<file path="src/verilog/arb_tree_pkg.sv">
// Widths and master count are fixed here, and N_MASTER must be a power of two of at least 4
package arb_tree_pkg;

    ////////////////////////////////////////
    // Tree size
    ////////////////////////////////////////

    // Number of requesting masters
    localparam int N_MASTER   = 8;

    // Width of a master index and of the priority flag
    localparam int LOG_MASTER = $clog2(N_MASTER);

    // Links between node levels, leaf and root links not counted
    localparam int N_LINK     = N_MASTER - 2;

    ////////////////////////////////////////
    // Request payload
    ////////////////////////////////////////

    localparam int ADDR_WIDTH = 12;
    localparam int DATA_WIDTH = 32;
    localparam int BE_WIDTH   = DATA_WIDTH / 8;
    localparam int ID_WIDTH   = 8;

    // Master index, also used for the round robin flag
    typedef logic [LOG_MASTER-1:0] master_idx_t;

    // Everything a master hands to the memory port, 57 bits with the default widths
    typedef struct packed
    {
        // Word address
        logic [ADDR_WIDTH-1:0] add;
        // Write enable
        logic                  wen;
        // Write data
        logic [DATA_WIDTH-1:0] wdata;
        // Byte enables
        logic [BE_WIDTH-1:0]   be;
        // Transaction ID, returned unchanged to the master
        logic [ID_WIDTH-1:0]   id;
    } req_payload_t;

endpackage

</file>
<file path="src/verilog/arb_link_if.sv">
// One req/gnt link between tree levels, where a transfer happens when req and gnt are both high
interface arb_link_if;

    import arb_tree_pkg::*;

    // Request level, held by the source until granted
    logic         req;

    // Grant level, returned by the sink in the same cycle
    logic         gnt;

    // Payload of the master currently presented
    req_payload_t payload;

    // Index of the master currently presented
    master_idx_t  idx;

    ////////////////////////////////////////
    // Modports
    ////////////////////////////////////////

    // Output side of a child node
    modport upstream
    (
        output req,
        output payload,
        output idx,
        input  gnt
    );

    // Input side of a parent node
    modport downstream
    (
        input  req,
        input  payload,
        input  idx,
        output gnt
    );

endinterface

</file>
<file path="src/verilog/fan_in_node.sv">
// Purely combinational two-input node, and LEVEL must stay below LOG_MASTER
module fan_in_node
#(
    parameter int LEVEL = 0
)
(
    // Flag bit for this level, 1 favours input 1 on a conflict
    input logic             prio_i,

    arb_link_if.downstream  in0,
    arb_link_if.downstream  in1,
    arb_link_if.upstream    out
);

    import arb_tree_pkg::*;

    // Selected side, 0 for in0 and 1 for in1
    logic sel;

    ////////////////////////////////////////
    // Selection
    ////////////////////////////////////////

    // A lone request wins, a conflict goes by the flag bit
    // With no request at all in0 stays selected
    assign sel = in1.req & (~in0.req | prio_i);

    assign out.req     = in0.req | in1.req;
    assign out.payload = sel ? in1.payload : in0.payload;

    ////////////////////////////////////////
    // Grant routing
    ////////////////////////////////////////

    // Only the selected side sees the grant
    // in0 is also qualified by its own request, since sel idles at 0
    assign in0.gnt = out.gnt & ~sel & in0.req;
    assign in1.gnt = out.gnt & sel;

    ////////////////////////////////////////
    // Index extension
    ////////////////////////////////////////

    generate
        if (LEVEL == 0)
        begin : g_leaf_idx
            // Leaves know their masters only by side
            assign out.idx = master_idx_t'(sel);
        end
        else
        begin : g_inner_idx
            master_idx_t low_idx;
            master_idx_t idx_ext;

            // Index from the child on the selected side
            assign low_idx = sel ? in1.idx : in0.idx;

            always_comb
            begin
                idx_ext = '0;
                // Lower bits come from the child, bits above LEVEL stay zero
                for (int b = 0; b < LEVEL; b++)
                begin
                    idx_ext[b] = low_idx[b];
                end
                idx_ext[LEVEL] = sel;
            end

            assign out.idx = idx_ext;
        end
    endgenerate

endmodule

</file>
<file path="src/verilog/rr_flag_reg.sv">
// Round robin flag, cleared by synchronous reset and moved only by a granted transfer
module rr_flag_reg
(
    input  logic                      clk,
    input  logic                      rst_i,

    // Root request and grant of the tree
    input  logic                      req_i,
    input  logic                      gnt_i,

    // Index of the master at the root in this cycle
    input  arb_tree_pkg::master_idx_t win_idx_i,

    // Priority flag, bit L steers level L
    output arb_tree_pkg::master_idx_t flag_o
);

    import arb_tree_pkg::*;

    master_idx_t flag_q;
    master_idx_t flag_d;

    // Transfer at the memory port in this cycle
    logic        xfer;

    assign xfer = req_i & gnt_i;

    ////////////////////////////////////////
    // Next flag
    ////////////////////////////////////////

    always_comb
    begin
        flag_d = flag_q;
        if (xfer)
        begin
            // Master after the winner gets the next conflict, wraps at N_MASTER
            flag_d = win_idx_i + master_idx_t'(1);
        end
    end

    ////////////////////////////////////////
    // Flag register
    ////////////////////////////////////////

    always_ff @(posedge clk)
    begin
        if (rst_i)
        begin
            flag_q <= '0;
        end
        else
        begin
            flag_q <= flag_d;
        end
    end

    assign flag_o = flag_q;

endmodule

</file>
<file path="src/verilog/arb_tree.sv">
// Grant based round robin tree with no registered outputs, masters hold req and payload until granted
module arb_tree
(
    input  logic                                               clk,
    input  logic                                               rst_i,

    // Master side
    input  logic                [arb_tree_pkg::N_MASTER-1:0]   data_req_i,
    input  arb_tree_pkg::req_payload_t [arb_tree_pkg::N_MASTER-1:0] data_payload_i,
    output logic                [arb_tree_pkg::N_MASTER-1:0]   data_gnt_o,

    // Memory side
    output logic                                               data_req_o,
    output arb_tree_pkg::req_payload_t                         data_payload_o,
    input  logic                                               data_gnt_i
);

    import arb_tree_pkg::*;

    // Round robin flag
    master_idx_t flag;

    ////////////////////////////////////////
    // Links
    ////////////////////////////////////////

    // One link per master into the leaf nodes
    arb_link_if leaf_link [N_MASTER-1:0] ();

    // Links between levels, level L outputs start at N_MASTER - (N_MASTER >> L)
    arb_link_if node_link [N_LINK-1:0] ();

    // Root output toward memory
    arb_link_if root_link ();

    ////////////////////////////////////////
    // Master ports
    ////////////////////////////////////////

    generate
        for (genvar m = 0; m < N_MASTER; m++)
        begin : g_master
            assign leaf_link[m].req     = data_req_i[m];
            assign leaf_link[m].payload = data_payload_i[m];
            assign data_gnt_o[m]        = leaf_link[m].gnt;
        end
    endgenerate

    ////////////////////////////////////////
    // Memory port
    ////////////////////////////////////////

    assign data_req_o     = root_link.req;
    assign data_payload_o = root_link.payload;
    assign root_link.gnt  = data_gnt_i;

    ////////////////////////////////////////
    // Node tree
    ////////////////////////////////////////

    // Level 0 sits at the masters, level LOG_MASTER-1 is the single root
    generate
        for (genvar lvl = 0; lvl < LOG_MASTER; lvl++)
        begin : g_level
            for (genvar k = 0; k < (N_MASTER >> (lvl + 1)); k++)
            begin : g_node
                if (lvl == 0)
                begin : g_leaf
                    fan_in_node
                    #(
                        .LEVEL  ( lvl                 )
                    )
                    u_node
                    (
                        .prio_i ( flag[lvl]           ),
                        .in0    ( leaf_link[2*k]      ),
                        .in1    ( leaf_link[2*k+1]    ),
                        .out    ( node_link[k]        )
                    );
                end
                else if (lvl < LOG_MASTER - 1)
                begin : g_middle
                    fan_in_node
                    #(
                        .LEVEL  ( lvl )
                    )
                    u_node
                    (
                        .prio_i ( flag[lvl] ),
                        .in0    ( node_link[N_MASTER - (N_MASTER >> (lvl - 1)) + 2*k]     ),
                        .in1    ( node_link[N_MASTER - (N_MASTER >> (lvl - 1)) + 2*k + 1] ),
                        .out    ( node_link[N_MASTER - (N_MASTER >> lvl) + k]             )
                    );
                end
                else
                begin : g_root
                    // Inputs are the two outputs of the level below
                    fan_in_node
                    #(
                        .LEVEL  ( lvl )
                    )
                    u_node
                    (
                        .prio_i ( flag[lvl] ),
                        .in0    ( node_link[N_MASTER - (N_MASTER >> (lvl - 1))]     ),
                        .in1    ( node_link[N_MASTER - (N_MASTER >> (lvl - 1)) + 1] ),
                        .out    ( root_link                                         )
                    );
                end
            end
        end
    endgenerate

    ////////////////////////////////////////
    // Priority flag
    ////////////////////////////////////////

    // Moves past the root winner after each granted transfer
    rr_flag_reg u_flag
    (
        .clk       ( clk           ),
        .rst_i     ( rst_i         ),
        .req_i     ( root_link.req ),
        .gnt_i     ( data_gnt_i    ),
        .win_idx_i ( root_link.idx ),
        .flag_o    ( flag          )
    );

endmodule

</file>
<file path="config.mk">
export PLATFORM = sky130hd
export DESIGN_NAME = arb_tree
export DESIGN_NICKNAME = d
export VERILOG_FILES = /design/src/verilog/arb_tree_pkg.sv /design/src/verilog/arb_link_if.sv /design/src/verilog/fan_in_node.sv /design/src/verilog/rr_flag_reg.sv /design/src/verilog/arb_tree.sv
export SDC_FILE = /design/constraint.sdc
export NUM_CORES = 1
export LEC_CHECK = 0
export BUFFER_PORTS_ARGS = -buffer_cell sky130_fd_sc_hd__buf_4
export CELL_PAD_IN_SITES_DETAIL_PLACEMENT = 1
export CELL_PAD_IN_SITES_GLOBAL_PLACEMENT = 1
export CORE_AREA = 2 2 207 209
export CTS_CLUSTER_DIAMETER = 40
export DETAILED_ROUTE_END_ITERATION = 10
export DIE_AREA = 0 0 209 211
export GPL_TIMING_DRIVEN = 0
export PLACE_DENSITY_LB_ADDON = 0.1
export SETUP_SLACK_MARGIN = 0.1
export SYNTH_ARGS = -nofsm -noshare
export SYNTH_HDL_FRONTEND = slang
export SYNTH_SLANG_ARGS = --single-unit
</file>
<file path="constraint.sdc">
create_clock -name clk -period 5.1 [get_ports clk]
set_clock_uncertainty 0.15 [all_clocks]
set_input_delay 0.255 -clock clk [delete_from_list [all_inputs] [get_ports clk]]
set_output_delay 0.255 -clock clk [all_outputs]
set_load 0.02 [all_outputs]
</file>
==> results.py <==
metrics = {
    "yosys": {
        "yosys.cell_types.count": 40,
        "synthesis.nets": 1021,
        "ys_seq_area_frac": 0.0130,
        "yosysWarnings": 0,
        "netlist_area_um2": 4620,
        "syn_inst": 553,
        "syn_avg_cell_area_um2": 8.35,
        "synthDominantCellAreaShare": 0.471,
        "synth_area_leaders": "mux2i_1 (47%), mux2_2 (16%), a311o_1 (3.7%)",
        "yosysTopAreaCell": "mux2i_1",
        "ys_ff_latch": 3,
    },
    "floorplanning": {
        "coreArea_um2": 41800,
        "die_w_um": 209,
        "die_y_um": 211,
        "ios": 533,
        "start_util": 0.111,
        "row_count": 75,
        "dieArea_um2": 44100,
    },
    "setup_path": {
        "critPathRequiredTime_ns": 5.07,
        "crit_chain": "clkbuf_1, o22ai_1, buf_2, buf_2, clkbuf_1, o21ai_0, ha_1, inv_1, o31ai_1, a22oi_1, nor2_1",
        "cpPeakStageDelay_ns": 0.68,
        "critical_path_arrival_ns": 3.76,
        "reg2reg_from": "u_flag.flag_o[1]$_SDFFE_PP0P_",
        "crit_fanout": 10,
        "crit_slowest_cell": "o22ai_1",
        "cp-start-kind": "register",
        "crit_start": "u_flag.flag_o[1]$_SDFFE_PP0P_",
        "endpoint_kind": "register",
        "critical-path-top-delay-family": "buffers and inverters",
        "crit_type": "register to register",
        "path_buf_inv": 5,
    },
    "clock_tree": {
        "clk_pin_slew_ns": 0.03,
        "postCtsHoldBufs": 0,
        "ctsRootBufferMaster": "clkbuf_16",
        "cts.sinks": 3,
        "numCtsBuffers": 3,
        "cts_resized": 0,
        "clk_path_buf_depth": 2,
        "clk_latency_ns": 0.23,
        "post_cts_buffers": 0,
        "h-tree-depth": 1,
        "cts_tree": "built",
    },
    "detailed_routing": {
        "drt_iter0_drc": 143,
        "num_vias": 6688,
        "antenna_left": 0,
        "drc": 0,
        "wire_per_inst_um": 24.4,
        "viasPerCell": 4.11,
        "first_pass_iters": 4,
        "drt_wl_total_mm": 39.7,
    },
    "place": {
        "dpl.hpwl_mm": 34.3,
        "portBuffers": 530,
        "gp_congestion": 0.757,
    },
    "power_and_ir_drop": {
        "powerDensity_nw_per_um2": 150,
        "power.total_mw": 1.40,
        "ir_drop_mv": 0.0472,
        "p_leak_nw": 4.96,
    },
    "sta": {
        "hold_viol_final": 0,
        "tns_ns": 0,
        "grt_setup_unrepaired": "false",
        "post-route-period-util": 0.744,
        "final.min_clock_period_ns": 3.80,
        "timing.fmax_mhz": 263,
        "finalSetupViolations": 0,
        "slew_headroom": 0.312,
        "slew_violations": 0,
        "worst_slew_pin_slew_ns": 1.03,
    },
    "global_routing": {
        "grt_pass1_wl_mm": 54.7,
        "track_usage": 0.171,
        "grt_antenna_before_repair": 1,
        "first_global_vias": 7637,
        "grt_max_degree": 11,
        "grt-ovfl-total": 0,
    },
    "hold_path": {
        "min_path_type": "input port to register",
        "worstHoldStart": "rst_i",
    },
    "status": {
        "outcome": "finished clean",
    },
    "finish": {
        "layout_commonest_cell": "buf_4",
        "areaGrowthSynthToFinish_pct": 103,
        "finalNetCount": 1556,
        "final_cell_mix": "buf_4 (541), mux2i_1 (217), mux2_2 (67), nor3_1 (33), buf_2 (31)",
        "drive_gt1_frac": 0.598,
        "largest_register_ffs": 3,
    },
    "job": {
        "max_cap_viol_count": 0,
    },
}
cell usage after synthesis, drive strengths merged:
master,number
inv,6
nor2,14
or4,1
nor3,33
ha,1
o311ai,10
a311o,17
and3,4
o21a,2
a221o,2
o32ai,17
o22a,1
o31ai,2
nand3b,2
nand2,21
or3,6
a21oi,1
clkbuf,21
a22oi,11
a32oi,4
buf,47
o22ai,10
dfxtp,3
o21ai,8
nor4,2
o211ai,1
nand3,20
mux2i,217
nor2b,2
mux2,67
final timing paths:
check	endpoint	slack, ns	cells past startpoint
worst max-delay path	u_flag.flag_o[2]$_SDFFE_PP0P_	1.30	11
worst min-delay path	u_flag.flag_o[1]$_SDFFE_PP0P_	0.07	2
worst max register to register	u_flag.flag_o[2]$_SDFFE_PP0P_	1.30	11
worst min register to register	u_flag.flag_o[2]$_SDFFE_PP0P_	0.48	2
where the power goes:
group	internal (mW)	total [mW]	switching (mW)
logic	0.621	1.24	0.622
clock network	0.103	0.129	0.0251
registers	0.0262	0.0276	0.00144
total	0.750	1.40	0.649
per-stage QoR:
stage	util	setup slack, ns	area (um2)	instances	hold slack, ns
6_report	0.224	1.30	9360	1629	0.0688
5_1_grt	0.224	0.971	9350	1627	0.0772
4_1_cts	0.224	1.21	9350	1626	0.0668
3_5_place_dp	0.222	1.21	9270	1622	0.310
3_3_place_gp	0.222	1.25	9270	1622	0.296
2_1_floorplan	-	2.54	4620	553	0.174
layer usage:
layer,vias up,track usage,share of wire
met3,9,0.0431,0.068
met4,0,0.0128,0.0041
met5,-,0,0
li1,3249,-,-
met2,256,0.327,0.53
met1,3174,0.199,0.40
kinds of logic (layout without fill, tap and decap cells):
logic type | after synthesis | after routing | share of synthesized area
muxes | 284 | 284 | 0.634
and+or+nand+nor | 105 | 105 | 0.114
AOI/OAI and AO/OA | 86 | 86 | 0.154
buffers and inverters | 74 | 608 | 0.0824
DFF | 3 | 3 | 0.0130
adders and majority gates | 1 | 1 | 0.00271
other | 0 | 3 | 0
area by class of cell:
type | instances | area (um2)
Fill cell | 5004 | 32400
Multi-Input combinational cell | 476 | 4180
Timing Repair Buffer | 530 | 3980
Tap cell | 539 | 674
Buffer | 68 | 358
Clock buffer | 4 | 78.8
Sequential cell | 3 | 60.1
Inverter | 6 | 22.5
Antenna cell | 3 | 7.51
(Power assumes the default switching activity.)
